<file path="config.mk">
export PLATFORM = sky130hd
export DESIGN_NAME = fifo_buffer_flat
export DESIGN_NICKNAME = d
export VERILOG_FILES = /design/src/logic/fifo_if.sv /design/src/logic/fifo_buffer.sv /design/src/flat_wrapper.sv
export SDC_FILE = /design/constraint.sdc
export NUM_CORES = 1
export LEC_CHECK = 0
export BUFFER_PORTS_ARGS = -buffer_cell sky130_fd_sc_hd__buf_4
export CAP_MARGIN = 20
export CORE_MARGIN = 10
export CORE_UTILIZATION = 42
export DETAILED_ROUTE_END_ITERATION = 16
export PLACE_DENSITY_LB_ADDON = 0.3
export SLEW_MARGIN = 15
export SYNTH_ARGS = -nofsm -noshare
export SYNTH_HDL_FRONTEND = slang
export SYNTH_SLANG_ARGS = --single-unit
</file>
<file path="constraint.sdc">
create_clock -name clk -period 3.7 [get_ports clk]
set_input_delay 0.185 -clock clk [delete_from_list [all_inputs] [get_ports clk]]
set_output_delay 0.185 -clock clk [all_outputs]
set_load 0.02 [all_outputs]
</file>
<file path="src/logic/fifo_if.sv">
//--------------------------------------------------------------------------
// FIFO interface with writer, reader and buffer views
//--------------------------------------------------------------------------
`default_nettype none

interface fifo_if #(
  parameter type T = logic
);
  logic push;
  logic full;
  T     wr_data;
  logic pop;
  logic empty;
  T     rd_data; // head entry, valid while empty is low

  modport writer (output push, output wr_data, input full);

  modport reader (output pop, input empty, input rd_data);

  modport buffer (
    input  push,
    input  wr_data,
    input  pop,
    output full,
    output empty,
    output rd_data
  );
endinterface

`default_nettype wire

</file>
<file path="src/logic/fifo_buffer.sv">
//--------------------------------------------------------------------------
// show-ahead synchronous FIFO, payload type and depth set by parameters
//--------------------------------------------------------------------------
`default_nettype none

module fifo_buffer #(
  parameter type T     = logic,
  parameter int  DEPTH = 4
) (
  input logic    clk,
  input logic    arst_n,
  fifo_if.buffer q
);

  localparam int              AW       = (DEPTH > 1) ? $clog2(DEPTH) : 1;
  localparam logic [AW-1:0]   LAST     = AW'(DEPTH - 1);
  localparam logic [AW:0]     FULL_CNT = (AW + 1)'(DEPTH);

  T              mem [DEPTH];
  logic [AW-1:0] wr_ptr;
  logic [AW-1:0] rd_ptr;
  logic [AW:0]   count;
  logic          do_push;
  logic          do_pop;

  assign do_push = q.push & ~q.full;
  assign do_pop  = q.pop & ~q.empty;

  assign q.full    = (count == FULL_CNT);
  assign q.empty   = (count == '0);
  assign q.rd_data = mem[rd_ptr];

  always_ff @(posedge clk) begin
    if (do_push) begin
      mem[wr_ptr] <= q.wr_data;
    end
  end

  // pointers wrap at DEPTH so any depth works, not only powers of two
  always_ff @(posedge clk or negedge arst_n) begin
    if (!arst_n) begin
      wr_ptr <= '0;
      rd_ptr <= '0;
      count  <= '0;
    end else begin
      if (do_push) begin
        wr_ptr <= (wr_ptr == LAST) ? '0 : wr_ptr + 1'b1;
      end
      if (do_pop) begin
        rd_ptr <= (rd_ptr == LAST) ? '0 : rd_ptr + 1'b1;
      end
      case ({do_push, do_pop})
        2'b10:   count <= count + 1'b1;
        2'b01:   count <= count - 1'b1;
        default: count <= count; // push with pop keeps the level
      endcase
    end
  end

endmodule

`default_nettype wire

</file>
<file path="src/flat_wrapper.sv">
// flat-port wrapper written by rule: the top's interface ports become plain ports
module fifo_buffer_flat 
#(
  parameter type T     = logic,
  parameter int  DEPTH = 4
)
  (clk, arst_n, q_push, q_wr_data, q_pop, q_full, q_empty, q_rd_data);
  fifo_if #(.T(T)) q_i ();
  input logic clk;
  input logic arst_n;
  input wire logic [$bits(q_i.push)-1:0] q_push;
  input wire logic [$bits(q_i.wr_data)-1:0] q_wr_data;
  input wire logic [$bits(q_i.pop)-1:0] q_pop;
  output wire logic [$bits(q_i.full)-1:0] q_full;
  output wire logic [$bits(q_i.empty)-1:0] q_empty;
  output wire logic [$bits(q_i.rd_data)-1:0] q_rd_data;
  assign q_i.push = q_push;
  assign q_i.wr_data = q_wr_data;
  assign q_i.pop = q_pop;
  assign q_full = q_i.full;
  assign q_empty = q_i.empty;
  assign q_rd_data = q_i.rd_data;
  fifo_buffer #(.T(T), .DEPTH(DEPTH)) u_core (.clk(clk), .arst_n(arst_n), .q(q_i));
endmodule
</file>
==> results of run 1 <==
-- state kept, by name, indices dropped and copies added (netlist names) --
register       count
u_core.wr_ptr      2
u_core.count       3
u_core.rd_ptr      2
u_core.mem         4
-- cell usage in the layout, fill, tap and decap left out, types with 2 or more instances in the layout --
cell type / n
sky130_fd_sc_hd__and2_2: 4
sky130_fd_sc_hd__clkbuf_4: 3
sky130_fd_sc_hd__xor2_1: 2
sky130_fd_sc_hd__mux2_4: 3
sky130_fd_sc_hd__ha_1: 6
sky130_fd_sc_hd__nor2_1: 3
sky130_fd_sc_hd__dfrtp_1: 7
sky130_fd_sc_hd__buf_4: 7
sky130_fd_sc_hd__edfxtp_1: 4
sky130_fd_sc_hd__inv_1: 7
-- cell families after synthesis --
| family | count (synthesis) | synth area share [%] |
|---|---|---|
| xor+xnor | 3 | 4.176 |
| fa+ha+maj | 7 | 15.11 |
| buf+inv | 7 | 4.176 |
| flops | 11 | 46.92 |
| mux | 6 | 14.11 |
| simple gates | 11 | 15.51 |
-- stage by stage --
step | cell area, um2 | std cells
finish | 737.0 | 72
global route | 737.0 | 72
CTS | 737.0 | 72
detailed placement | 700.7 | 67
global placement | 700.7 | 67
floorplan | 629.4 | 45
-- path summary, 6_finish.rpt --
check	cells after the start	to
worst max-delay path	9	u_core.count[2]
worst min-delay path	1	u_core.mem[0]
worst max register to register	9	u_core.count[2]
worst min register to register	1	u_core.count[2]
max in group asynchronous	2	u_core.rd_ptr[1]
min in group asynchronous	2	u_core.count[2]
-- synthesized netlist by cell type, drive strengths merged --
cell type / number / area share, %
and2: 4 / 4.8
dfrtp: 7 / 28
edfxtp: 4 / 19
fa: 1 / 3.2
ha: 6 / 12
inv: 7 / 4.2
mux2: 4 / 8.9
mux2i: 1 / 1.6
mux4: 1 / 3.6
nand2b: 1 / 2.2
nor2: 3 / 1.8
nor2b: 1 / 2.2
nor3: 1 / 1.6
nor3b: 1 / 3.0
xnor2: 1 / 1.4
xor2: 2 / 2.8
-- area by class of cell --
class	instances	area [um2]	share of cell area (%)
multi-input combinational	27	307.8	41.77
sequential	11	295.3	40.07
timing repair buffer	8	62.56	8.489
clock buffer	4	26.28	3.565
inverter	7	26.28	3.565
tap	15	18.77	2.547
-- critical path, delay by kind of cell, from the launching register on --
family                     cells  cell delay [ps]
and+or+nand+nor                3              460
buffers and inverters          2              120
adders and majority gates      2              550
xor gates and xnor gates       2              300
DFF                            1              450
-- power by group --
part / total [uW] / internal [uW] / leakage (uW) / switching [uW]
sequential: 232 / 179 / 0.000119 / 53.3
combinational: 271 / 156 / 0.000221 / 115
clock: 82.0 / 41.8 / 0.0000150 / 40.2
-- layer usage --
metal  wire [um]  up-vias  part of all wire (%)  track usage [%]
met1         382      167                    43            6.444
li1            -      171                     -                -
met2         438        7                    49            8.953
met4          13        0                   1.5            2.951
met5           0        -                     0                0
met3          56        2                   6.3            4.077
-- what timing repair did --
item,in CTS,in global routing
setup endpoints to repair,0,0
hold endpoints to repair,7,0
hold buffers,1,0
==> PnR_summary.wiki, run 1 <==
{| class="wikitable"
! Metric !! Value
|-
| Slew at the pin closest to its max-slew limit || 229.6 ps
|-
| Maximum ir drop on the vdd rail || about 0.33 mV
|-
| DIE HEIGHT || a little under 60 um
|-
| Diodes inserted || 0
|-
| Setup CP Type || register to register
|-
| Sort of element at the end of the critical path || register
|-
| Setup TNS after final layout || 0 ps
|-
| Pwr per Cell Area || 794.0 nW/um2
|-
| PnR Total Power || 585.2 uW
|-
| Post-Synthesis Net Count || 57
|-
| Overall overflow remaining after global route || 0
|-
| Required time of the critical path || between 3000 and 4000 ps
|-
| Skew-Pair Late Insertion Delay || between 200 and 300 ps
|-
| Antenna violations before repair || 0
|-
| Layout cells sized above 1 || 40.35%
|-
| Drt drc || 0
|-
| Routed Wire Length || 892 um
|-
| Setup-failing EPs final || 0
|-
| Shortest period the worst path allows || 1947 ps
|-
| Fin. max-slew vios || 0
|-
| Post-synthesis instance area || ~630 um2
|-
| Number of global-route vias before repair || about 360
|-
| Number of clock buffers inserted by TritonCTS || 3
|-
| First-pass GRT wire length || 1580 um
|-
| Critical-path cell list || nor3b_4, nor2b_4, inv_1, ha_1, inv_1, fa_1, xor2_1, nor2_1, xor2_1
|-
| Final Hold Violating Endpoints || 0
|-
| Count of pins on the block boundary || 8
|-
| Data arrival time at the worst-slack endpoint || between 2000 and 2500 ps
|-
| Post-synthesis area per instance || 13.99 um2
|-
| Layout overhead on the synthesized area || 17.10%
|-
| Kind of start point of the critical path || register
|-
| Post-route antenna net violation count || 0
|-
| Post-synthesis cell count || 45
|-
| Final setup margin || 1753 ps
|-
| Leakage power of the design || 0.0003546 uW
|-
| Post-CTS clock slew at the launch and capture registers of the worst setup and hold paths || 70 ps
|-
| CP peak stage delay || ~450 ps
|-
| F_max || 513.6 MHz
|-
| Worst min-delay path class || input port to register
|-
| Setup repair after global routing missed its margin || false
|-
| Number of iterations in the first detailed-routing pass || 4
|-
| Critical Path Source || u_core.count[0]
|-
| # clock sinks || 11
|-
| Vias per std cell || ~4.8
|-
| Sequential element share of the synthesized area || between 40 and 50%
|-
| Global router's overall resource usage || 6.043%
|-
| Starting utilization of the core area || 46.62%
|-
| Overall die area || 3447 um2
|-
| Die width || around 59 um
|-
| HPWL after detailed placement || 667.1 um
|-
| Yosys warning total || 0
|-
| Number of flip-flops and latches in the synthesized netlist || 11
|-
| Layout Utilization || 54.59%
|-
| CTS tree || built
|-
| PortBufs || 7
|-
| Count of filler cells inserted in the layout || 116
|-
| Number of setup buffers added after CTS || 0
|-
| Max-Cap Viols || 0
|-
| Clock root cell || sky130_fd_sc_hd__clkbuf_4
|-
| Count of cell types in the netlist || 17
|-
| Final clock period utilization by the worst path || 52.62%
|-
| Post-Place Setup Slack || 1759 ps
|-
| Critical register-to-register path startpoint || u_core.count[0]
|-
| Wire length per cell after detailed routing || 12.39 um
|-
| Run status || completed
|-
| Clock Skew || 2.652 ps
|-
| Relative max-transition margin || 84.70%
|-
| Startpoint of the lowest-slack hold path || q_wr_data
|-
| Area inside the core boundary || between 1000 and 1500 um2
|-
| Clock H-tree levels || 1
|-
| Worst hold slack after final layout || 116.2 ps
|-
| Routed via count || 347
|-
| Reg2reg setup slack || 1750 ps
|-
| Highest net fanout along the worst path || 7
|-
| Standard-cell rows || 13
|-
| Number of nets in the finished design || 70
|-
| DRC marker count from the first detailed-route iteration || 5
|-
| Critical path's slowest cell || sky130_fd_sc_hd__dfrtp_1
|-
| Max Buffers Root-to-Sink || 2
|-
| Weighted congestion reported at the end of routability-driven placement || 0.7545
|-
| Count of cells resized by post-cts repair || 0
|-
| Pin count of the biggest net entering global routing || 8
|}
Note: power is estimated with default switching activity, not from simulation.
==> run 2: changes to the inputs <==
==> constraint.sdc (replaced) <==
create_clock -name clk -period 1.7 [get_ports clk]
set_input_delay 0.085 -clock clk [delete_from_list [all_inputs] [get_ports clk]]
set_output_delay 0.085 -clock clk [all_outputs]
set_load 0.02 [all_outputs]
==> run 2 against run 1 <==
  * The flow now finishes with violations (negative setup slack)
  * Wire length is 29% higher
  * Sequential share of layout area down 7.4 points
  * Largest cell class unchanged
  * Sequential cell count stayed put
  * Setup slack worse by 1900 ps
  * Cell count increased by 26%
  * First-iteration DRC count decreased by 40%
  * Critical path depth unchanged
  * Critical endpoint unchanged
  * Clock-buffer cell count unchanged
  * Core utilization rose by 13 points
==> PnR_summary.wiki, run 2 (synthesis gave the netlist of run 1 again) <==
{| class="wikitable"
! Metric !! Value
|-
| Run status || finished, violations left
|-
| Violations in the final reports || negative setup slack
|-
| Pint || 1062 uW
|-
| Final setup margin || -124.8 ps
|-
| Vias per std cell || 4.560
|-
| Die width || 58.71 um
|-
| Critical path's slowest cell || sky130_fd_sc_hd__dfrtp_1
|-
| Number of clock buffers inserted by TritonCTS || 3
|-
| Share of total power in the clock network || 10.6%
|-
| Final clock period utilization by the worst path || 107.3%
|-
| Number of nets in the finished design || 89
|-
| Setup TNS after final layout || -182.6 ps
|-
| Number of iterations in the first detailed-routing pass || 2
|-
| Post-route antenna net violation count || 0
|-
| Clock root cell || sky130_fd_sc_hd__clkbuf_4
|-
| Routed via count || 415
|-
| First-pass GRT wire length || about 1800 um
|-
| Setup-failing EPs final || 2
|-
| Relative max-transition margin || 83.53%
|-
| Wire length per cell after detailed routing || around 13 um
|-
| Drt drc || 0
|-
| Data arrival time at the worst-slack endpoint || 2010 ps
|-
| Starting utilization of the core area || between 40% and 50%
|-
| Register bank with the most flops || u_core.mem
|-
| Sort of element at the end of the critical path || register
|-
| Clock H-tree levels || 1
|-
| Post-CTS clock slew at the launch and capture registers of the worst setup and hold paths || 70 ps
|-
| Commonest non-fill, non-tap cells in the layout || 25 x sky130_fd_sc_hd__buf_4, 6 x sky130_fd_sc_hd__dfrtp_1, 5 x sky130_fd_sc_hd__ha_1
|-
| Clock Skew || 6.567 ps
|-
| Required time of the critical path || 1880 ps
|-
| Final Hold Violating Endpoints || 0
|-
| Fin. max-slew vios || 0
|-
| Count of pins on the block boundary || 8
|-
| Maximum ir drop on the vdd rail || 1.075 mV
|-
| Area inside the core boundary || 1350 um2
|-
| Weighted congestion reported at the end of routability-driven placement || 0.7281
|-
| Setup CP Type || register to register
|-
| Max-Cap Viols || 0
|-
| F_max || 548.0 MHz
|-
| Switching power total || 546.1 uW
|-
| Diodes inserted || 0
|-
| Sequential share of power || 30.3%
|-
| Largest regs || u_core.mem x4, u_core.count x3
|-
| # clock sinks || 11
|-
| Post-Place Setup Slack || -149.4 ps
|-
| DRC marker count from the first detailed-route iteration || 3
|-
| Leakage power of the design || 0.0004483 uW
|-
| Highest net fanout along the worst path || 2
|-
| Skew-Pair Late Insertion Delay || 260 ps
|-
| DIE HEIGHT || 58.71 um
|-
| Combined flip-flop and latch cell area || around 300 um2
|-
| Crit-path leading delay family || simple AND/OR/NAND/NOR gates
|-
| Standard-cell rows || 13
|-
| Setup repair after global routing missed its margin || true
|-
| Count of filler cells inserted in the layout || 116
|-
| HPWL after detailed placement || between 700 and 800 um
|-
| Relative contribution of combinational cells to total power || 59.2%
|-
| Kind of start point of the critical path || register
|-
| Max Buffers Root-to-Sink || 2
|-
| Pwr per Cell Area || 1771 nW/um2
|-
| Overall die area || 3447 um2
|-
| CTS tree || built
|-
| Critical-path cell list || nor3b_4, nor2b_4, inv_2, ha_4, inv_2, fa_2, xor2_1, nor2_1, xor2_1
|-
| Layout overhead on the synthesized area || 44.33%
|-
| Antenna violations before repair || 0
|-
| PortBufs || 7
|-
| CP Buf/Inv Count || 2
|-
| Number of global-route vias before repair || 424
|-
| Switch share || about a third
|-
| CP peak stage delay || roughly 420 ps
|-
| Overall overflow remaining after global route || 0
|-
| Layout cells sized above 1 || 63.16%
|-
| Slew at the pin closest to its max-slew limit || between 200 and 250 ps
|-
| Global router's overall resource usage || 7.391%
|-
| Shortest period the worst path allows || 1825 ps
|-
| Routed Wire Length || 1151 um
|-
| Worst min-delay path class || input port to register
|-
| Pin count of the biggest net entering global routing || 8
|-
| Most common library cell in the layout ignoring fill and taps || sky130_fd_sc_hd__buf_4
|-
| Multi-input combinational cell area || 329.1 um2
|-
| Number of flip-flops in the largest register || 4
|-
| Reg2reg setup slack || -120 ps
|}
[run 2: cell count changes in the layout (fill, tap and decap cells not counted), sizes merged]
cell	change
buf	+19
[run 2: power groups by stage]
| stage | Sequential, uW | Clock, uW | Combinational [uW] |
|---|---|---|---|
| global placement | 498 | 0 | 684 |
| detailed placement | 504 | 0 | 700 |
| global route | 504 | 193 | 1060 |
| floorplan | 486 | 0 | 483 |
| finish | 487 | 170 | 951 |
| CTS | 506 | 177 | 811 |
[run 2: worst register-to-register path, stage by stage, from the launching register on]
cell                      delay, ps
sky130_fd_sc_hd__dfrtp_1        420
sky130_fd_sc_hd__nor3b_4        270
sky130_fd_sc_hd__nor2b_4         80
sky130_fd_sc_hd__inv_2           70
sky130_fd_sc_hd__ha_4           130
sky130_fd_sc_hd__inv_2           30
sky130_fd_sc_hd__fa_2           320
sky130_fd_sc_hd__xor2_1         140
sky130_fd_sc_hd__nor2_1         120
sky130_fd_sc_hd__xor2_1         150
[run 2: stage by stage]
step	util, %	hold WS [ps]	instance area [um2]	total power, uW	cells
2_1_floorplan	-	-210.6	634.4	969.4	45
3_3_place_gp	56.16	-96.29	758.2	1183	74
3_5_place_dp	56.16	-98.61	758.2	1204	74
4_1_cts	63.02	17.55	850.8	1494	85
5_1_grt	67.28	8.507	908.4	1752	91
6_report	67.28	24.39	908.4	1608	91
[run 2: worst paths after layout]
| path | startpoint | to | cells after the start |
|---|---|---|---|
| setup / recovery | u_core.count[1] | u_core.count[2] | 9 |
| hold / removal | q_wr_data | u_core.mem[2] | 1 |
| setup reg to reg | u_core.count[1] | u_core.count[2] | 9 |
| hold reg to reg | u_core.rd_ptr[1] | u_core.rd_ptr[1] | 1 |
| max in group asynchronous | arst_n | u_core.count[0] | 2 |
| min in group asynchronous | arst_n | u_core.rd_ptr[0] | 2 |
[run 2: cell type report]
class	count	share of cell area (%)
sequential	11	32.64
multi-input combinational	27	36.23
timing repair buffer	27	23.00
tap	15	2.066
inverter	7	3.168
clock buffer	4	2.893
[run 2: timing repair]
| action | 4_1_cts | 5_1_grt |
|---|---|---|
| endpoints found under the setup margin | 2 | 2 |
| hold buffers | 1 | 0 |
| hold endpoints to repair | 7 | 0 |
| gates resized for setup | 5 | 3 |
| setup buffers | 6 | 6 |
| pin swaps | 4 | 5 |
[run 2: layer usage]
| layer | share of wire, % | wire, um | GRT usage [%] |
|---|---|---|---|
| met4 | 1.0 | 12 | 2.951 |
| met3 | 7.9 | 91 | 5.150 |
| met2 | 53 | 614 | 12.75 |
| met1 | 38 | 432 | 6.568 |
| met5 | 0 | 0 | 0 |
==> run 3: changes to the inputs <==
--- a/config.mk
+++ b/config.mk
@@ -10,7 +10,7 @@
 export CORE_MARGIN = 10
 export CORE_UTILIZATION = 42
 export DETAILED_ROUTE_END_ITERATION = 16
-export PLACE_DENSITY_LB_ADDON = 0.3
+export PLACE_DENSITY = 0.6
 export SLEW_MARGIN = 15
 export SYNTH_ARGS = -nofsm -noshare
 export SYNTH_HDL_FRONTEND = slang
==> run 3 against run 2 <==
  * The flow still finishes with violations (negative setup slack)
  * Critical path depth is the same
  * Clock power up 4%
  * Sequential cell count stayed put
  * Setup slack improved by 8.7 ps
  * Total power decreased by 6.5%
  * Register-to-register slack barely moved
  * Clock skew decreased by 6.2 ps
  * Fmax rose by 0.48%
==> PnR_summary.wiki, run 3 (synthesis gave the netlist of run 1 again) <==
{| class="wikitable"
! Metric !! Value
|-
| Number of flip-flops in the largest register || 4
|-
| Crit-path leading delay family || simple AND/OR/NAND/NOR gates
|-
| Relative max-transition margin || 86.20%
|-
| First-pass GRT wire length || 2076 um
|-
| Vias per std cell || 4.674
|-
| Register bank with the most flops || u_core.mem
|-
| Clock Skew || roughly 0.38 ps
|-
| Critical path's slowest cell || sky130_fd_sc_hd__dfrtp_1
|-
| HPWL after detailed placement || around 850 um
|-
| CTS tree || built
|-
| Highest net fanout along the worst path || 3
|-
| DRC marker count from the first detailed-route iteration || 0
|-
| Antenna violations before repair || 0
|-
| Final clock period utilization by the worst path || 106.8%
|-
| Number of nets in the finished design || 84
|-
| Post-CTS clock slew at the launch and capture registers of the worst setup and hold paths || 70 ps
|-
| Setup CP Type || register to register
|-
| Most common library cell in the layout ignoring fill and taps || sky130_fd_sc_hd__buf_4
|-
| Setup repair after global routing missed its margin || true
|-
| Post-route cell area || 864.6 um2
|-
| Setup-failing EPs final || 1
|-
| Slew at the pin closest to its max-slew limit || 206.8 ps
|-
| Fin. max-slew vios || 0
|-
| Clock root cell || sky130_fd_sc_hd__clkbuf_4
|-
| Data arrival time at the worst-slack endpoint || 2000 ps
|-
| Post-route antenna net violation count || 0
|-
| Final Hold Violating Endpoints || 0
|-
| DIE HEIGHT || 58.71 um
|-
| CP peak stage delay || 430 ps
|-
| Weighted congestion reported at the end of routability-driven placement || approximately 0.76
|-
| Multi-input combinational cell area || between 300 and 400 um2
|-
| Critical-path cell list || nor3b_4, nor2b_4, inv_2, ha_4, inv_2, fa_2, xor2_1, nor2_1, xor2_1
|-
| CP Buf/Inv Count || 2
|-
| Wire length per cell after detailed routing || 13.65 um
|-
| Layout overhead on the synthesized area || 37.38%
|-
| Diodes inserted || 0
|-
| Shortest period the worst path allows || 1816 ps
|-
| Violations in the final reports || negative setup slack
|-
| Number of clock buffers inserted by TritonCTS || 3
|-
| Worst min-delay path class || input port to register
|-
| Post-Place Cell Area || 743.2 um2
|-
| Max Buffers Root-to-Sink || 2
|-
| Pin count of the biggest net entering global routing || 8
|-
| Required time of the critical path || 1890 ps
|-
| Die width || 58.71 um
|-
| Standard-cell rows || 13
|-
| PnR Total Power || 1503 uW
|-
| PortBufs || 7
|-
| Number of global-route vias before repair || roughly 450
|-
| # clock sinks || 11
|-
| F_max || about 550 MHz
|-
| Starting utilization of the core area || 46.62%
|-
| Final setup margin || -116.1 ps
|-
| Commonest non-fill, non-tap cells in the layout || 19 x sky130_fd_sc_hd__buf_4, 7 x sky130_fd_sc_hd__dfrtp_1, 5 x sky130_fd_sc_hd__ha_1
|-
| Overall overflow remaining after global route || 0
|-
| Sort of element at the end of the critical path || register
|-
| Setup TNS after final layout || -116.1 ps
|-
| Count of pins on the block boundary || 8
|-
| Area inside the core boundary || 1350 um2
|-
| Global router's overall resource usage || under 10%
|-
| Combined flip-flop and latch cell area || 295.3 um2
|-
| Kind of start point of the critical path || register
|-
| Pwr per Cell Area || 1739 nW/um2
|-
| Overall die area || 3447 um2
|-
| Max-Cap Viols || 0
|-
| Maximum ir drop on the vdd rail || 0.9314 mV
|-
| Drt drc || 0
|-
| Layout cells sized above 1 || 59.15%
|-
| Count of filler cells inserted in the layout || 109
|-
| Number of iterations in the first detailed-routing pass || 1
|-
| Routed Wire Length || 1174 um
|-
| Largest regs || u_core.mem x4, u_core.count x3
|-
| Leakage power of the design || roughly 0.00042 uW
|-
| Skew-Pair Late Insertion Delay || 270 ps
|-
| Routed via count || between 400 and 500
|-
| Clock H-tree levels || 1
|-
| Run status || finished, violations left
|}
[run 3: final timing paths]
check / startpoint / endpoint / slack (ps) / cells past startpoint
setup / recovery: u_core.count[0] / u_core.count[2] / -120 / 9
hold / removal: q_wr_data / u_core.mem[1] / 20 / 1
setup reg to reg: u_core.count[0] / u_core.count[2] / -120 / 9
hold reg to reg: u_core.rd_ptr[1] / u_core.rd_ptr[1] / 580 / 1
max in group asynchronous: arst_n / u_core.count[2] / 1410 / 2
min in group asynchronous: arst_n / u_core.rd_ptr[0] / 170 / 2
[run 3: repair_timing]
item	CTS	global route
setup buffers	9	1
hold buffers	1	0
endpoints found under the hold margin	7	0
setup endpoints to repair	2	3
resized for setup	6	0
pin swaps	4	2
[run 3: layer usage]
layer  up-vias  track usage [%]  part of all wire (%)
li1        197                -                     -
met1       195            6.957                    33
met2         8            15.33                    59
met3         2            3.863                   6.6
met4         0            3.934                   1.5
met5         -                0                     0
[run 3: metrics by stage]
step	hold slack, ps	setup WS [ps]	util, %	cells
after floorplan	-210.6	-270.0	-	45
after global placement	-99.15	-82.83	55.05	72
after detailed placement	-91.70	-187.8	55.05	72
after CTS	3.245	-114.5	64.04	86
after global routing	15.37	-191.1	64.04	86
final	21.33	-116.1	64.04	86
[run 3: cell type report]
type | count | area share (%)
Inverter | 7 | 3.039
Timing Repair Buffer | 22 | 20.26
Sequential cell | 11 | 34.15
Clock buffer | 4 | 3.039
Tap cell | 15 | 2.171
Multi-Input combinational cell | 27 | 37.34
[run 3: power breakdown]
part           switching [uW]  internal (uW)
combinational             326            500
clock                    86.4           90.8
sequential                111            389
